$ cat src/verilog/cpuPkg.sv
package cpuPkg;

    localparam int dataWidth = 16;
    localparam int addrWidth = 12;

    // ======================================================================
    // Instruction encodings
    // ======================================================================

    typedef enum logic [3:0] {
        opLoad    = 4'b0000,
        opStore   = 4'b0001,
        opJump    = 4'b0010,
        opBranchZ = 4'b0100,
        opReg     = 4'b1000,
        opAddI    = 4'b1100,
        opAndI    = 4'b1101,
        opHalt    = 4'b1111
    } opcodeT;

    // Register-form function field is one-hot
    typedef enum logic [8:0] {
        fnMoveTo   = 9'b0_0000_0001,
        fnMoveFrom = 9'b0_0000_0010,
        fnAdd      = 9'b0_0000_0100,
        fnSub      = 9'b0_0000_1000,
        fnAnd      = 9'b0_0001_0000,
        fnOr       = 9'b0_0010_0000,
        fnNot      = 9'b0_0100_0000,
        fnNop      = 9'b0_1000_0000
    } funcT;

    typedef enum logic [2:0] {
        aluAdd   = 3'd0,
        aluSub   = 3'd1,
        aluAnd   = 3'd2,
        aluOr    = 3'd3,
        aluNotA  = 3'd4,
        aluPassB = 3'd5
    } aluOpT;

    typedef struct packed {
        opcodeT                opcode;
        logic [addrWidth-1:0]  addr;
    } addrFormT;

    typedef struct packed {
        opcodeT     opcode;
        logic [2:0] regIdx;
        funcT       func;
    } regFormT;

    typedef union packed {
        addrFormT addrForm;
        regFormT  regForm;
    } instrT;

    // Operand and PC source selects
    localparam logic [1:0] srcBReg      = 2'd0;
    localparam logic [1:0] srcBOne      = 2'd1;
    localparam logic [1:0] srcBImm      = 2'd2;
    localparam logic [1:0] pcFromAlu    = 2'd0;
    localparam logic [1:0] pcFromJump   = 2'd1;
    localparam logic [1:0] pcFromBranch = 2'd2;

    // ======================================================================
    // Buses between blocks
    // ======================================================================

    typedef struct packed {
        logic       pcWrite;
        logic       branch;
        logic       iOrD;
        logic       irWrite;
        logic       regWrite;
        logic       regDst;
        logic       dataFromMem;
        logic       aluSrcA;
        logic [1:0] aluSrcB;
        aluOpT      aluOp;
        logic [1:0] pcSrc;
        logic       memRead;
        logic       memWrite;
    } ctrlT;

    typedef struct packed {
        logic [addrWidth-1:0] addr;
        logic [dataWidth-1:0] wdata;
        logic                 write;
    } memReqT;

    typedef struct packed {
        opcodeT opcode;
        logic   zero;
    } statusT;

endpackage

$ cat src/verilog/aluUnit.sv
`timescale 1ns/1ps

module aluUnit (
    input  logic [cpuPkg::dataWidth-1:0] a,
    input  logic [cpuPkg::dataWidth-1:0] b,
    input  cpuPkg::aluOpT                op,
    output logic [cpuPkg::dataWidth-1:0] result,
    output logic                         zero
);

    always_comb begin
        case (op)
            cpuPkg::aluAdd:   result = a + b;
            cpuPkg::aluSub:   result = a - b;
            cpuPkg::aluAnd:   result = a & b;
            cpuPkg::aluOr:    result = a | b;
            cpuPkg::aluNotA:  result = ~a;
            cpuPkg::aluPassB: result = b;
            default:          result = b;
        endcase
    end

    // Branch-if-zero tests this flag directly
    assign zero = (result == '0);

endmodule

$ cat src/verilog/registerFile.sv
`timescale 1ns/1ps

module registerFile (
    input  logic                         clk,
    input  logic                         arstN,
    input  logic [2:0]                   readAddr,
    input  logic [2:0]                   writeAddr,
    input  logic                         writeEn,
    input  logic [cpuPkg::dataWidth-1:0] writeData,
    output logic [cpuPkg::dataWidth-1:0] readData0,
    output logic [cpuPkg::dataWidth-1:0] readData1
);

    logic [cpuPkg::dataWidth-1:0] regs [8];

    always_ff @(posedge clk or negedge arstN) begin
        if (!arstN) begin
            for (int i = 0; i < 8; i++) begin
                regs[i] <= '0;
            end
        end else if (writeEn) begin
            regs[writeAddr] <= writeData;
        end
    end

    // Register 0 is the accumulator and always feeds the A side
    assign readData0 = regs[0];
    assign readData1 = regs[readAddr];

endmodule

$ cat src/verilog/cpuDatapath.sv
`timescale 1ns/1ps

module cpuDatapath #(
    parameter logic [cpuPkg::addrWidth-1:0] resetPc = '0
) (
    input  logic                         clk,
    input  logic                         arstN,
    input  cpuPkg::ctrlT                 ctrl,
    input  logic [cpuPkg::dataWidth-1:0] memRdata,
    input  logic                         memDone,
    output cpuPkg::memReqT               memBus,
    output cpuPkg::statusT               status,
    output cpuPkg::instrT                instr
);

    logic [cpuPkg::addrWidth-1:0] pc;
    logic [cpuPkg::addrWidth-1:0] pcNext;
    logic [cpuPkg::addrWidth-1:0] targetAddr;
    cpuPkg::instrT                ir;
    logic [cpuPkg::dataWidth-1:0] mdr;
    logic [cpuPkg::dataWidth-1:0] aReg;
    logic [cpuPkg::dataWidth-1:0] bReg;
    logic [cpuPkg::dataWidth-1:0] aluReg;
    logic [cpuPkg::dataWidth-1:0] rfData0;
    logic [cpuPkg::dataWidth-1:0] rfData1;
    logic [cpuPkg::dataWidth-1:0] rfWriteData;
    logic [2:0]                   rfReadAddr;
    logic [2:0]                   rfWriteAddr;
    logic [cpuPkg::dataWidth-1:0] aluA;
    logic [cpuPkg::dataWidth-1:0] aluB;
    logic [cpuPkg::dataWidth-1:0] aluResult;
    logic [cpuPkg::dataWidth-1:0] immExt;
    logic                         aluZero;
    logic                         pcLoad;

    // ======================================================================
    // Architectural registers
    // ======================================================================

    assign pcLoad = ctrl.pcWrite | (ctrl.branch & aluZero);

    always_ff @(posedge clk or negedge arstN) begin
        if (!arstN) begin
            pc <= resetPc;
            ir <= '0;
        end else begin
            if (pcLoad) begin
                pc <= pcNext;
            end
            // IR captures the fetched word on the done pulse
            if (ctrl.irWrite && memDone) begin
                ir <= memRdata;
            end
        end
    end

    always_ff @(posedge clk) begin
        mdr    <= memRdata;
        aReg   <= rfData0;
        bReg   <= rfData1;
        aluReg <= aluResult;
    end

    // ======================================================================
    // Operand and address selection
    // ======================================================================

    // Move-to and all address-form instructions read the accumulator on the B side too
    assign rfReadAddr = (ir.regForm.opcode == cpuPkg::opReg &&
                         ir.regForm.func != cpuPkg::fnMoveTo) ? ir.regForm.regIdx : 3'd0;
    assign rfWriteAddr = ctrl.regDst ? ir.regForm.regIdx : 3'd0;
    assign rfWriteData = ctrl.dataFromMem ? mdr : aluReg;

    registerFile u_registerFile (
        .clk       (clk),
        .arstN     (arstN),
        .readAddr  (rfReadAddr),
        .writeAddr (rfWriteAddr),
        .writeEn   (ctrl.regWrite),
        .writeData (rfWriteData),
        .readData0 (rfData0),
        .readData1 (rfData1)
    );

    assign immExt = {{4{ir.addrForm.addr[11]}}, ir.addrForm.addr};
    assign aluA   = ctrl.aluSrcA ? {4'd0, pc} : aReg;

    always_comb begin
        case (ctrl.aluSrcB)
            cpuPkg::srcBOne: aluB = 16'd1;
            cpuPkg::srcBImm: aluB = immExt;
            default:         aluB = bReg;
        endcase
    end

    aluUnit u_aluUnit (
        .a      (aluA),
        .b      (aluB),
        .op     (ctrl.aluOp),
        .result (aluResult),
        .zero   (aluZero)
    );

    assign targetAddr = ir.addrForm.addr;

    always_comb begin
        case (ctrl.pcSrc)
            cpuPkg::pcFromJump,
            cpuPkg::pcFromBranch: pcNext = targetAddr;
            default:              pcNext = aluResult[cpuPkg::addrWidth-1:0];
        endcase
    end

    assign memBus.addr  = ctrl.iOrD ? ir.addrForm.addr : pc;
    assign memBus.wdata = aReg;
    assign memBus.write = ctrl.memWrite;

    assign status.opcode = ir.addrForm.opcode;
    assign status.zero   = aluZero;
    assign instr         = ir;

endmodule

$ cat src/verilog/cpuController.sv
`timescale 1ns/1ps

module cpuController (
    input  logic           clk,
    input  logic           arstN,
    input  cpuPkg::statusT status,
    input  cpuPkg::instrT  instr,
    input  logic           memDone,
    output cpuPkg::ctrlT   ctrl,
    output logic           memStart,
    output logic           halted
);

    typedef enum logic [2:0] {
        stFetch,
        stFetchWait,
        stDecode,
        stExecute,
        stMemWait,
        stWriteBack,
        stHalt
    } stateT;

    stateT         state;
    stateT         stateNext;
    cpuPkg::aluOpT execOp;
    logic [1:0]    execSrcB;
    logic          writesReg;
    logic          toNamedReg;

    // ======================================================================
    // Instruction decode
    // ======================================================================

    // Anything not listed falls through as a no-op
    always_comb begin
        execOp     = cpuPkg::aluPassB;
        execSrcB   = cpuPkg::srcBReg;
        writesReg  = 1'b0;
        toNamedReg = 1'b0;
        case (status.opcode)
            cpuPkg::opAddI: begin
                execOp    = cpuPkg::aluAdd;
                execSrcB  = cpuPkg::srcBImm;
                writesReg = 1'b1;
            end
            cpuPkg::opAndI: begin
                execOp    = cpuPkg::aluAnd;
                execSrcB  = cpuPkg::srcBImm;
                writesReg = 1'b1;
            end
            cpuPkg::opReg: begin
                writesReg = 1'b1;
                case (instr.regForm.func)
                    cpuPkg::fnAdd:      execOp = cpuPkg::aluAdd;
                    cpuPkg::fnSub:      execOp = cpuPkg::aluSub;
                    cpuPkg::fnAnd:      execOp = cpuPkg::aluAnd;
                    cpuPkg::fnOr:       execOp = cpuPkg::aluOr;
                    cpuPkg::fnNot:      execOp = cpuPkg::aluNotA;
                    cpuPkg::fnMoveTo:   toNamedReg = 1'b1;
                    cpuPkg::fnMoveFrom: execOp = cpuPkg::aluPassB;
                    default:            writesReg = 1'b0;
                endcase
            end
            default: begin
                writesReg = 1'b0;
            end
        endcase
    end

    // ======================================================================
    // State machine
    // ======================================================================

    always_ff @(posedge clk or negedge arstN) begin
        if (!arstN) begin
            state <= stFetch;
        end else begin
            state <= stateNext;
        end
    end

    always_comb begin
        stateNext = state;
        ctrl      = '0;
        case (state)
            stFetch: begin
                ctrl.memRead = 1'b1;
                stateNext    = stFetchWait;
            end
            stFetchWait: begin
                // PC plus one is ready for the done pulse
                ctrl.irWrite = 1'b1;
                ctrl.aluSrcA = 1'b1;
                ctrl.aluSrcB = cpuPkg::srcBOne;
                ctrl.aluOp   = cpuPkg::aluAdd;
                ctrl.pcSrc   = cpuPkg::pcFromAlu;
                if (memDone) begin
                    ctrl.pcWrite = 1'b1;
                    stateNext    = stDecode;
                end
            end
            stDecode: begin
                stateNext = stExecute;
            end
            stExecute: begin
                ctrl.aluOp   = execOp;
                ctrl.aluSrcB = execSrcB;
                stateNext    = stWriteBack;
                case (status.opcode)
                    cpuPkg::opLoad: begin
                        ctrl.iOrD    = 1'b1;
                        ctrl.memRead = 1'b1;
                        stateNext    = stMemWait;
                    end
                    cpuPkg::opStore: begin
                        ctrl.iOrD     = 1'b1;
                        ctrl.memWrite = 1'b1;
                        stateNext     = stMemWait;
                    end
                    cpuPkg::opJump: begin
                        ctrl.pcWrite = 1'b1;
                        ctrl.pcSrc   = cpuPkg::pcFromJump;
                    end
                    cpuPkg::opBranchZ: begin
                        ctrl.branch = 1'b1;
                        ctrl.pcSrc  = cpuPkg::pcFromBranch;
                    end
                    cpuPkg::opHalt: begin
                        stateNext = stHalt;
                    end
                    default: begin
                        stateNext = stWriteBack;
                    end
                endcase
            end
            stMemWait: begin
                ctrl.iOrD = 1'b1;
                if (memDone) begin
                    ctrl.regWrite    = (status.opcode == cpuPkg::opLoad);
                    ctrl.dataFromMem = 1'b1;
                    stateNext        = stFetch;
                end
            end
            stWriteBack: begin
                ctrl.regWrite = writesReg;
                ctrl.regDst   = toNamedReg;
                stateNext     = stFetch;
            end
            stHalt: begin
                stateNext = stHalt;
            end
            default: begin
                stateNext = stFetch;
            end
        endcase
    end

    // Read and write strobes are only set on the cycle a request starts
    assign memStart = ctrl.memRead | ctrl.memWrite;
    assign halted   = (state == stHalt);

endmodule

$ cat src/verilog/memoryPort.sv
`timescale 1ns/1ps

module memoryPort (
    input  logic                         clk,
    input  logic                         arstN,
    input  logic                         start,
    input  cpuPkg::memReqT               reqIn,
    output logic                         done,
    output logic [cpuPkg::dataWidth-1:0] rdata,
    output logic                         memReq,
    input  logic                         memAck,
    input  logic [cpuPkg::dataWidth-1:0] memRdata,
    output cpuPkg::memReqT               memBus
);

    typedef enum logic [1:0] {
        phIdle,
        phWaitAck,
        phRelease
    } phaseT;

    phaseT phase;

    always_ff @(posedge clk or negedge arstN) begin
        if (!arstN) begin
            phase <= phIdle;
            done  <= 1'b0;
        end else begin
            done <= 1'b0;
            case (phase)
                phIdle:    if (start) phase <= phWaitAck;
                phWaitAck: if (memAck) phase <= phRelease;
                phRelease: begin
                    if (!memAck) begin
                        phase <= phIdle;
                        done  <= 1'b1;
                    end
                end
                default:   phase <= phIdle;
            endcase
        end
    end

    // Request held from start until the next one, read word held from the ack
    always_ff @(posedge clk) begin
        if (phase == phIdle && start) begin
            memBus <= reqIn;
        end
        if (phase == phWaitAck && memAck) begin
            rdata <= memRdata;
        end
    end

    assign memReq = (phase == phWaitAck);

endmodule

$ cat src/verilog/cpuTop.sv
`timescale 1ns/1ps

module cpuTop #(
    parameter logic [cpuPkg::addrWidth-1:0] resetPc = '0
) (
    input  logic                         clk,
    input  logic                         arstN,
    output logic                         memReq,
    output cpuPkg::memReqT               memBus,
    input  logic                         memAck,
    input  logic [cpuPkg::dataWidth-1:0] memRdata,
    output logic                         halted
);

    cpuPkg::ctrlT                 ctrl;
    cpuPkg::statusT               status;
    cpuPkg::instrT                instr;
    cpuPkg::memReqT               dpBus;
    logic                         memStart;
    logic                         memDone;
    logic [cpuPkg::dataWidth-1:0] readWord;

    cpuController u_cpuController (
        .clk      (clk),
        .arstN    (arstN),
        .status   (status),
        .instr    (instr),
        .memDone  (memDone),
        .ctrl     (ctrl),
        .memStart (memStart),
        .halted   (halted)
    );

    cpuDatapath #(
        .resetPc (resetPc)
    ) u_cpuDatapath (
        .clk      (clk),
        .arstN    (arstN),
        .ctrl     (ctrl),
        .memRdata (readWord),
        .memDone  (memDone),
        .memBus   (dpBus),
        .status   (status),
        .instr    (instr)
    );

    memoryPort u_memoryPort (
        .clk      (clk),
        .arstN    (arstN),
        .start    (memStart),
        .reqIn    (dpBus),
        .done     (memDone),
        .rdata    (readWord),
        .memReq   (memReq),
        .memAck   (memAck),
        .memRdata (memRdata),
        .memBus   (memBus)
    );

endmodule

$ cat config.mk
export PLATFORM = sky130hd
export DESIGN_NAME = cpuTop
export DESIGN_NICKNAME = d
export VERILOG_FILES = /design/src/verilog/cpuPkg.sv /design/src/verilog/aluUnit.sv /design/src/verilog/registerFile.sv /design/src/verilog/cpuDatapath.sv /design/src/verilog/cpuController.sv /design/src/verilog/memoryPort.sv /design/src/verilog/cpuTop.sv
export SDC_FILE = /design/constraint.sdc
export NUM_CORES = 1
export LEC_CHECK = 0
export BUFFER_PORTS_ARGS = -buffer_cell sky130_fd_sc_hd__buf_2
export CORE_MARGIN = 2
export CORE_UTILIZATION = 45
export DETAILED_ROUTE_END_ITERATION = 10
export GPL_TIMING_DRIVEN = 0
export HOLD_SLACK_MARGIN = 0.1
export SLEW_MARGIN = 15
export SYNTH_ARGS = -nofsm -noshare
export SYNTH_HDL_FRONTEND = slang
export SYNTH_HIERARCHICAL = 1
export SYNTH_SLANG_ARGS = --single-unit
$ cat constraint.sdc
create_clock -name clk -period 7.1 [get_ports clk]
set_input_delay 1.065 -clock clk [delete_from_list [all_inputs] [get_ports clk]]
set_output_delay 1.065 -clock clk [all_outputs]
set_load 0.005 [all_outputs]
# == After elaboration in Yosys (flattened, before gate mapping) ==
# Index checks and enable logic that the tools add are counted.
# word_totals
reg_bits,271
elab_cells,135
inputBits,19
output_inout_bits,31
# op_classes
n_bitwise,8
eq_ne,36
add_sub_neg,2
n_mux,49
magnitude_cmp,3
reduce_logical,16
# op_table
operator,count
bitwise mux 128 bit,1
2-to-1 mux 16 bit,5
one-hot mux 16 bit (5 select lines),1
binary-select mux 16 bit (select 3 bit),1
demux 16 bit (select 3 bit),1
one-hot mux 16 bit (2 select lines),1
2-to-1 mux 12 bit,2
one-hot mux 3 bit (6 select lines),1
2-to-1 mux 1 bit,17
adder 16 bit,1
AND 16 bit,1
"== test 4 bit, second input constant",4
logical NOT 16 bit,1
NOT 16 bit,1
bitwise OR 16 bit,1
subtractor 16 bit,1
one-hot mux 3 bit (5 select lines),1
one-hot mux 7 bit (2 select lines),1
"== test 3 x 2 -> 1 bit, second input constant",4
"== test 3 bit, second input constant",4
2-to-1 mux 3 bit,4
one-hot mux 1 bit (2 select lines),5
"== test 9 x 1 -> 1 bit, second input constant",1
"== test 9 x 2 -> 1 bit, second input constant",1
other kinds (31),53

# == Longest topological paths before layout ==
# Gate-level depths: netlist (run 1).
# logic_depth
ltp_word,11
mapped_depth,28
depth_no_buf,26

# == Cells and area by module ==
# Netlist (run 1), hierarchy kept.
# modules_own_cells
module,area_per_inst_um2,n_inst,cells_each
registerFile,6049.6,1,352
cpuDatapath,3293.2,1,256
aluUnit,1846.8,1,290
memoryPort,1486.4,1,56
cpuController,576.8,1,80

# == Worst setup path before layout (run 1) ==
# No wires, ideal clock.
# synth_timing
path_kind,reg-to-reg
start,register u_cpuController.state[1]
end,register u_cpuDatapath/pc[0] in the netlist's numbering
t_arrival_ns,5.488
path_slack_ns,1.475
path_stages_with_launch,27
path_cell_list,dfrtp_1 > buf_2 > nand2_1 > or2_2 > nor3_1 > ha_1 > clkbuf_1 > o21ai_0 > inv_1 > ha_1 > nand2b_1 > o21ai_0 > xor2_1 > ha_1 > a21o_1 > a31oi_1 > nand2_1 > a21oi_1 > mux2i_1 > o211ai_1 > or4_1 > or4_4 > nor4_2 > a21oi_1 > buf_4 > nand2_1 > o21ai_0
# synth_lines
element,line,source
"start, declared",cpuController.sv:24,stateT state;
"start signal, assigned",cpuController.sv:77,state <= stFetch;
"start signal, assigned",cpuController.sv:79,state <= stateNext;
"end signal, assigned",cpuDatapath.sv:44,pc <= resetPc;
"end signal, assigned",cpuDatapath.sv:48,pc <= pcNext;
"end, declared",cpuDatapath.sv:16,logic [cpuPkg::addrWidth-1:0] pc;

==> results.md, run 1 <==
- IO Pins: 50
- Clk slew on worst S/H paths: 0.06 ns
- Root Driver: clkbuf_16
- CP max FO: 10
- Crit start category: flip-flop
- Row count: 62
- Antenna violations before repair: 0
- Crit path kind: flip-flop to flip-flop
- Status: finished, final reports clean
- RR Startpoint: u_cpuController/state[1]
- Area of the die: 30,800 um^2
- Slew Limit Fails: 0
- Dpl cells: 1,467
- Synth warn: 6
- Worst R2R Path Depth: 25
- Worst reg2reg setup slack: 0.37 ns
- CTS resizes: 0
- Worst clock skew: 0.0109 ns
- Global Route Usage Sum: 0.208
- CTS tree: built
- Router iterations before antenna repair: 5
- Clock Path Buffers: 3
- Slowest stage delay, CP: 0.58 ns
- RSZ-0062 raised after global routing: false
- RR Endpoint: u_cpuDatapath/pc[2]
- GPL Wtd Cong: 0.913
- Syn nets: 1,071
- Worst path slowest cell: or4_4
- Vias in the first global route: 8,497
- Largest net degree at the start of global routing: 99
- Worst hold path class: flip-flop to flip-flop
- Worst-Skew Late Latency: 0.54 ns
- Via Count: 8,477
- Gate Count Post-Synth: 1,031
- CTS Sinks: 271
- Max Cap Violations: 0
- Arrival time at the worst endpoint: 7.14 ns
- Area grow syn2layout: 12.8%
- CP startpoint: u_cpuController/state[1]
- Post-DP HPWL: 22,900 um
- IO Port Bufs: 49
- Setup-failing EPs final: 0
- Final period util: 0.948
- Initial drt markers: 684
- Finished Layout Cells: 1,520
- Fin. Hold Viols: 0
- H-Tree Level Count: 1
- Core Footprint: 28,900 um^2
- Cts hold-fix bufs: 0
- Finished layout cell area: 14,900 um^2
- Critical Path Sink: u_cpuDatapath/pc[2]
- Die H: 175 um
- Drt drc: 0
- Antenna Nets Post-Route: 0
- Syn Std Cell Area: 13,200 um^2
- FMAX: 149 MHz
- Area after DPL: 14,000 um^2
- Final net count: 1,154
- Post-CTS Setup Bufs: 0
- Die extent in x: 175 um
- Aggregate routed wire length: 31,500 um
- Final worst path period need: 6.73 ns
- GR Overflow Total: 0
- Critical Path End Type: flip-flop
- Crit path required time: 7.51 ns
- WL per Instance: 20.7 um
- First-pass GRT wire length: 49,500 um
- Vias per cell: 5.58
- Starting Density: 0.459
- CTS Buf Count: 29
- Layout cells sized above 1: 0.361
- Worst Tran Pin Value: 0.870 ns
- Post-Syn Area per Cell: 12.8 um^2
- Max_slew headroom: 0.420
- Critical path's most frequent cell: ha_1
- Antenna fix cells: 0
- Final TNS setup: 0 ns
==> worst min-delay path by stage <==
stage                                  to  depth (start not counted)                    from  slack (ns)
floorplan            u_cpuDatapath/mdr[0]                          0   u_memoryPort/rdata[0]        0.34
global placement    u_cpuDatapath/mdr[11]                          0  u_memoryPort/rdata[11]        0.35
detailed placement  u_cpuDatapath/mdr[11]                          0  u_memoryPort/rdata[11]        0.36
CTS                 u_cpuDatapath/mdr[11]                          0  u_memoryPort/rdata[11]        0.37
global route         u_cpuDatapath/mdr[1]                          0   u_memoryPort/rdata[1]        0.38
finish              u_cpuDatapath/mdr[11]                          0  u_memoryPort/rdata[11]        0.36
==> placed cells by master (no fill, tap or decap), types with 28 or more instances in the layout <==
| cell type | n |
|---|---|
| a21oi_1 | 40 |
| buf_2 | 70 |
| buf_4 | 33 |
| clkbuf_16 | 30 |
| dfrtp_1 | 162 |
| dfxtp_1 | 64 |
| edfxtp_1 | 45 |
| mux2_2 | 200 |
| mux4_1 | 28 |
| nand2_1 | 77 |
| o21ai_0 | 44 |
==> metal layers <==
layer,global-route usage,vias up,part of all wire
met4,0.0527,0,0.020
met1,0.295,4236,0.46
met2,0.336,210,0.47
li1,-,3988,-
met3,0.0294,43,0.045
met5,0,-,0
==> per-stage QoR <==
stage	worst slack, ns	hold slack [ns]	utilization
after floorplan	1.54	0.344	-
after global placement	0.105	0.355	0.484
after detailed placement	0.106	0.355	0.486
after CTS	0.0585	0.368	0.517
after global routing	0.0360	0.384	0.517
final	0.367	0.364	0.517
==> flip-flops by register name (all words and copies together), names as in the netlist <==
register / cells
u_cpuDatapath/aReg: 16
u_cpuDatapath/pc: 12
u_memoryPort/rdata: 16
u_cpuDatapath/mdr: 16
u_cpuDatapath/aluReg: 16
u_memoryPort/memBus: 29
u_cpuDatapath/instr: 16
u_cpuDatapath/u_registerFile/readData0: 16
u_cpuController/state: 3
u_memoryPort/phase: 2
u_memoryPort/done: 1
u_cpuDatapath/bReg: 16
u_cpuDatapath/u_registerFile/regs: 112
==> critical path, delay by kind of cell (launching register included) <==
family,cells,cell delay [ns]
flip-flops,1,0.35
buffers and inverters,4,0.86
AND/OR/NAND/NOR,8,2.04
AO/OA/AOI/OAI,8,1.97
XOR/XNOR,2,0.41
adder cells (fa/ha/maj),3,0.94
==> area by class of cell <==
class	count	area, um^2
buffer	77	504
timing repair buffer	52	298
inverter	15	56.3
sequential	271	6690
clock inverter	14	78.8
fill	2556	13900
tap	384	480
clock buffer	39	825
multi-input combinational	668	6000
Power of run 1 is not shown: default switching activity piles up to over one toggle a cycle in this logic, so the estimate is an artifact.
==> run 2, diff against run 1 <==
--- a/config.mk
+++ b/config.mk
@@ -5,12 +5,14 @@
 export SDC_FILE = /design/constraint.sdc
 export NUM_CORES = 1
 export LEC_CHECK = 0
-export BUFFER_PORTS_ARGS = -buffer_cell sky130_fd_sc_hd__buf_2
+export BUFFER_PORTS_ARGS = -buffer_cell sky130_fd_sc_hd__buf_4
 export CORE_MARGIN = 2
 export CORE_UTILIZATION = 45
+export CTS_CLUSTER_SIZE = 28
 export DETAILED_ROUTE_END_ITERATION = 10
 export GPL_TIMING_DRIVEN = 0
 export HOLD_SLACK_MARGIN = 0.1
+export MAX_ROUTING_LAYER = met4
 export SLEW_MARGIN = 15
 export SYNTH_ARGS = -nofsm -noshare
 export SYNTH_HDL_FRONTEND = slang
==> results.md, run 2 (synthesized netlist as in run 1, its figures left out) <==
- Via Count: 8,460 (-0.20%)
- Die H: 175 um (unchanged)
- Starting Density: 0.459 (unchanged)
- Max FFs per register: 112 (unchanged)
- Max Cap Violations: 0 (unchanged)
- Initial drt markers: 629 (-8.0%)
- Vias in the first global route: 8,451 (-0.54%)
- Row count: 62 (unchanged)
- Layout cells sized above 1: 0.361 (about the same)
- Critical Path End Type: flip-flop
- Antenna fix cells: 0 (unchanged)
- FMAX: 150 MHz (+0.87%)
- IO Port Bufs: 49 (unchanged)
- Clock Path Buffers: 3 (unchanged)
- Aggregate routed wire length: 31,700 um (+0.58%)
- Post-DP HPWL: 23,100 um (+0.72%)
- Multi-input logic area: 6020 um^2 (+0.29%)
- Leading cell type in the layout, fill and taps excluded: mux2_2
- Antenna Nets Post-Route: 0 (unchanged)
- FILL cells: 2,563 (+0.27%)
- Crit path required time: 7.51 ns (about the same)
- Worst Tran Pin Value: 0.862 ns (-0.00801 ns)
- Die extent in x: 175 um (unchanged)
- RR Endpoint: u_cpuDatapath/pc[2]
- RSZ-0062 raised after global routing: false
- Final net count: 1,155 (+0.087%)
- Finished Layout Cells: 1,523 (+0.20%)
- Dpl cells: 1,467 (unchanged)
- Area grow syn2layout: 14.5%
- Core Footprint: 28,900 um^2 (unchanged)
- Root Driver: clkbuf_16
- Largest reg by FF count: u_cpuDatapath/u_registerFile/regs
- Hold Path Depth: 0 (unchanged)
- GPL Wtd Cong: 0.911 (-0.30%)
- Largest net degree at the start of global routing: 89 (-10%)
- Worst clock skew: 0.0246 ns (+0.0137 ns)
- Global Route Usage Sum: 0.213 (+0.00574)
- Final worst path period need: 6.67 ns (-0.0580 ns)
- Final period util: 0.940 (-0.00817)
- Sequential standard cell area: 6690 um^2 (unchanged)
- Hold EP: u_cpuDatapath/mdr[11]
- Clk slew on worst S/H paths: 0.06 ns (about the same)
- H-Tree Level Count: 1 (unchanged)
- Status: finished, final reports clean
- Crit path kind: flip-flop to flip-flop
- Antenna violations before repair: 0 (unchanged)
- HP Start: u_memoryPort/rdata[11]
- CTS Buf Count: 30 (+3.4%)
- Drt drc: 0 (unchanged)
- GR Overflow Total: 0 (unchanged)
- Arrival time at the worst endpoint: 7.08 ns (-0.06 ns)
- Slew Limit Fails: 0 (unchanged)
- Setup-failing EPs final: 0 (unchanged)
- WL per Instance: 20.8 um (+0.38%)
- Worst reg2reg setup slack: 0.43 ns (+0.06 ns)
- Vias per cell: 5.55 (-0.40%)
- Worst R2R Path Depth: 24 (-4.0%)
- CTS tree: built
- Crit start category: flip-flop
- Top flop regs: u_cpuDatapath/u_registerFile/regs x112, u_memoryPort/memBus x29
- RR Startpoint: u_cpuDatapath/instr[6]
- Area of the die: 30,800 um^2 (unchanged)
- Max_slew headroom: 0.425 (+0.00534)
- Worst-Skew Late Latency: 0.55 ns (about the same)
- CTS Sinks: 271 (unchanged)
- First-pass GRT wire length: 49,500 um (about the same)
- Router iterations before antenna repair: 5 (unchanged)
- CP max FO: 10 (unchanged)
- IO Pins: 50 (unchanged)
- Worst hold path class: flip-flop to flip-flop
- Cts hold-fix bufs: 0 (unchanged)
- Most frequent cells in the layout: mux2_2, dfrtp_1, buf_4
- Fin. Hold Viols: 0 (unchanged)
==> run 2: changes by cell type in the layout (fill, tap and decap cells not counted), sizes merged <==
cell,before,now
clkinv,11,9
clkinvlp,0,1
inv,18,17
bufinv,0,1
clkbuf,50,54
==> run 2: area by class of cell <==
| type | instances | share of cell area |
|---|---|---|
| Sequential cell | 271 | 0.441 |
| Buffer | 77 | 0.0333 |
| Timing Repair Buffer | 52 | 0.0276 |
| Tap cell | 384 | 0.0317 |
| Multi-Input combinational cell | 668 | 0.397 |
| Clock inverter | 13 | 0.00636 |
| Inverter | 15 | 0.00371 |
| Clock buffer | 43 | 0.0589 |
==> run 2: worst max path at each step <==
| stage | from | endpoint |
|---|---|---|
| after floorplan | u_cpuController/state[1] | u_cpuDatapath/pc[0] |
| after global placement | u_cpuController/state[1] | u_cpuDatapath/pc[2] |
| after detailed placement | u_cpuController/state[1] | u_cpuDatapath/pc[1] |
| after CTS | u_cpuController/state[1] | u_cpuDatapath/pc[1] |
| after global routing | u_cpuDatapath/instr[6] | u_cpuDatapath/pc[11] |
| final | u_cpuDatapath/instr[6] | u_cpuDatapath/pc[2] |
==> run 2: stage by stage <==
stage               cell area, um^2  hold WS [ns]  worst slack [ns]  setup TNS (ns)   util
floorplan                     13200         0.344              1.54               0      -
global placement              14100         0.355           -0.0150         -0.0920  0.488
detailed placement            14100         0.359           -0.0426          -0.448  0.490
CTS                           15100         0.374            0.0291               0  0.524
global route                  15200         0.381            0.0770               0  0.525
finish                        15200         0.364             0.425               0  0.525
==> run 2: repair_timing <==
action / 4_1_cts / 5_1_grt
setup endpoints to repair: 12 / 12
hold endpoints to repair: 0 / 0
setup buffers: 0 / 0
gates resized for setup: 1 / 16
pin swaps: 0 / 0
==> run 2: worst max-delay path, cell delays in order (launching register included) <==
cell and delay [ns]:
dfrtp_1 0.61, nor3b_1 0.30, a211oi_1 0.08, o21ai_0 0.27, a31oi_1 0.27, buf_4 0.27, or2_2 0.31, buf_2 0.20
nor2_2 0.39, nor2_1 0.10, xnor2_1 0.14, ha_1 0.35, and2b_1 0.21, o221a_1 0.27, o41ai_2 0.42, a21oi_1 0.14
or2_4 0.27, xnor2_2 0.13, o21ai_1 0.19, or4_4 0.53, nor4_2 0.38, a21oi_1 0.25, buf_2 0.27, nand2_1 0.09
o21ai_1 0.06
==> run 2: routing by layer <==
layer | global-route usage | vias to the layer above | share of wire | wire, um
met5 | - | - | 0 | 0
met4 | 0.0489 | 0 | 0.019 | 609
met3 | 0.0221 | 54 | 0.037 | 1180
met2 | 0.345 | 193 | 0.48 | 15100
met1 | 0.293 | 4231 | 0.47 | 14800
li1 | - | 3982 | - | -
Power of run 2 is left out for the same reason.
==> run 3, diff against run 2 <==
--- a/config.mk
+++ b/config.mk
@@ -7,12 +7,13 @@
 export LEC_CHECK = 0
 export BUFFER_PORTS_ARGS = -buffer_cell sky130_fd_sc_hd__buf_4
 export CORE_MARGIN = 2
-export CORE_UTILIZATION = 45
+export CORE_UTILIZATION = 62
 export CTS_CLUSTER_SIZE = 28
 export DETAILED_ROUTE_END_ITERATION = 10
 export GPL_TIMING_DRIVEN = 0
 export HOLD_SLACK_MARGIN = 0.1
 export MAX_ROUTING_LAYER = met4
+export PLACE_DENSITY = 0.8
 export SLEW_MARGIN = 15
 export SYNTH_ARGS = -nofsm -noshare
 export SYNTH_HDL_FRONTEND = slang
==> results.md, run 3 (synthesized netlist as in run 1, its figures left out) <==
- RSZ-0062 raised after global routing: false
- Global Route Usage Sum: 0.289 (+0.0758)
- Initial drt markers: 746 (+19%)
- Core Footprint: 21,000 um^2 (-27%)
- Vias per cell: 6.13 (+10%)
- Worst hold path class: flip-flop to flip-flop
- Die extent in x: 150 um (-14%)
- IO Port Bufs: 49 (unchanged)
- Worst-Skew Late Latency: 0.54 ns (about the same)
- Root Driver: clkbuf_16
- Fin. Hold Viols: 0 (unchanged)
- FILL cells: 1,510 (-41%)
- Slew Limit Fails: 0 (unchanged)
- Max Cap Violations: 0 (unchanged)
- Antenna violations before repair: 0 (unchanged)
- Worst clock skew: 0.0165 ns (-0.00812 ns)
- RR Startpoint: u_cpuController/state[1]
- Hold Worst Slack: 0.363 ns (-0.000864 ns)
- Worst setup margin: 0.384 ns (-0.0416 ns)
- Router iterations before antenna repair: 5 (unchanged)
- Largest net degree at the start of global routing: 108 (+21%)
- Critical Path Sink: u_cpuDatapath/pc[2]
- Antenna fix cells: 0 (unchanged)
- Die H: 150 um (-14%)
- Cts hold-fix bufs: 0 (unchanged)
- GR Overflow Total: 0 (unchanged)
- Arrival time at the worst endpoint: 7.11 ns (+0.03 ns)
- Area of the die: 22,500 um^2 (-27%)
- Most frequent cells in the layout: mux2_2, dfrtp_1, buf_4
- CP max FO: 10 (unchanged)
- FMAX: 149 MHz (-0.62%)
- RR Endpoint: u_cpuDatapath/pc[2]
- CTS tree: built
- Clk slew on worst S/H paths: 0.06 ns (about the same)
- Slowest stage delay, CP: 0.59 ns (-0.02 ns)
- Status: finished, final reports clean
- Final worst path period need: 6.72 ns (+0.0416 ns)
- Worst R2R Path Depth: 26 (+8.3%)
- Max FFs per register: 112 (unchanged)
- Row count: 53 (-15%)
- Sequential standard cell area: 6690 um^2 (unchanged)
- Starting Density: 0.632 (+0.173)
- Crit path required time: 7.50 ns (about the same)
- CP startpoint: u_cpuController/state[1]
- Maximum VDD drop: 293 uV
- Multi-input logic area: 6010 um^2 (-0.21%)
- Drt drc: 0 (unchanged)
- Post-DP HPWL: 22,000 um (-4.7%)
- Max_slew headroom: 0.387 (-0.0385)
- Leading cell type in the layout, fill and taps excluded: mux2_2
- WL per Instance: 22.1 um (+6.0%)
- Final Util: 0.708 (+0.183)
- IO Pins: 50 (unchanged)
- GPL Wtd Cong: 0.950 (+4.3%)
- Top flop regs: u_cpuDatapath/u_registerFile/regs x112, u_memoryPort/memBus x29
- Area grow syn2layout: 12.1%
- H-Tree Level Count: 1 (unchanged)
- Via Count: 8,632 (+2.0%)
- Worst setup slack after placement: 0.231 ns (+0.274 ns)
- Setup-failing EPs final: 0 (unchanged)
- Antenna Nets Post-Route: 0 (unchanged)
- Leak: 6.90 nW
- Crit start category: flip-flop
- Layout cells sized above 1: 0.357 (-0.00427)
- Power density over the cells: 525 nW/um^2
- Final period util: 0.946 (+0.00587)
- Pwr Total: 7.79 mW
- Aggregate routed wire length: 31,000 um (-2.0%)
- Crit path kind: flip-flop to flip-flop
- Clock Path Buffers: 3 (unchanged)
- Largest reg by FF count: u_cpuDatapath/u_registerFile/regs
- Critical Path End Type: flip-flop
- First-pass GRT wire length: 48,400 um (-2.2%)
- Final TNS setup: 0 ns (unchanged)
- CTS Sinks: 271 (unchanged)
- Worst Tran Pin Value: 0.920 ns (+0.0577 ns)
- Worst reg2reg setup slack: 0.38 ns (-0.04 ns)
- CTS Buf Count: 27 (-10%)
- Worst path slowest cell: or4_4
- Vias in the first global route: 8,543 (+1.1%)
- Final net count: 1,152 (-0.26%)
[run 3: cell count changes in the layout (fill, tap and decap cells not counted), sizes merged]
| cell | previous run | this run |
|---|---|---|
| bufinv | 1 | 0 |
| clkbuf | 54 | 51 |
| inv | 17 | 16 |
| clkinvlp | 1 | 0 |
[run 3: per-layer routing]
| layer | track usage | up-vias | wire (um) |
|---|---|---|---|
| met4 | 0.0830 | 0 | 816 |
| met2 | 0.462 | 314 | 14800 |
| li1 | - | 3964 | - |
| met3 | 0.0288 | 52 | 1770 |
| met5 | - | - | 0 |
| met1 | 0.400 | 4302 | 13700 |
[run 3: layout make-up]
| type | count | area share |
|---|---|---|
| plain buffers | 77 | 0.0340 |
| clock buffers | 40 | 0.0515 |
| clock inverters | 10 | 0.00379 |
| inverters | 15 | 0.00379 |
| multi-input cells | 668 | 0.405 |
| flip-flops and latches | 271 | 0.451 |
| well taps | 275 | 0.0232 |
| repair buffers | 52 | 0.0282 |
[run 3: per-stage QoR]
step           instance area, um^2  cells
4_1_cts                      14800   1408
6_report                     14800   1408
3_3_place_gp                 13900   1355
2_1_floorplan                13200   1031
3_5_place_dp                 14000   1358
5_1_grt                      14800   1408
[run 3: repair_timing]
item                                    CTS  global route
endpoints found under the setup margin    0            12
buffers inserted                          0             0
resized for setup                         0            13
[run 3: critical path, delay by kind of cell (launching register included)]
| kind | cells | cell delay, ns |
|---|---|---|
| simple gates | 9 | 2.19 |
| compound gates | 8 | 1.92 |
| fa+ha+maj | 3 | 0.86 |
| buf+inv | 4 | 0.83 |
| xor+xnor | 2 | 0.42 |
| flops | 1 | 0.34 |
[run 3: where the power goes]
part / switching (mW) / total [mW] / internal, mW / leakage (nW)
clock: 0.576 / 1.32 / 0.745 / 0.410
sequential: 0.281 / 2.24 / 1.96 / 3.16
combinational: 2.50 / 4.23 / 1.73 / 3.33
total: 3.35 / 7.79 / 4.44 / 6.90
[run 3: how the worst min path moves through the flow]
stage | startpoint | endpoint | slack (ns) | cells after the start
3_5_place_dp | u_memoryPort/rdata[9] | u_cpuDatapath/mdr[9] | 0.35 | 0
4_1_cts | u_memoryPort/rdata[9] | u_cpuDatapath/mdr[9] | 0.36 | 0
3_3_place_gp | u_memoryPort/rdata[5] | u_cpuDatapath/mdr[5] | 0.35 | 0
2_1_floorplan | u_memoryPort/rdata[0] | u_cpuDatapath/mdr[0] | 0.34 | 0
6_report | u_memoryPort/rdata[9] | u_cpuDatapath/mdr[9] | 0.36 | 0
5_1_grt | u_memoryPort/rdata[9] | u_cpuDatapath/mdr[9] | 0.39 | 0
Power figures use the tool's default switching activity.
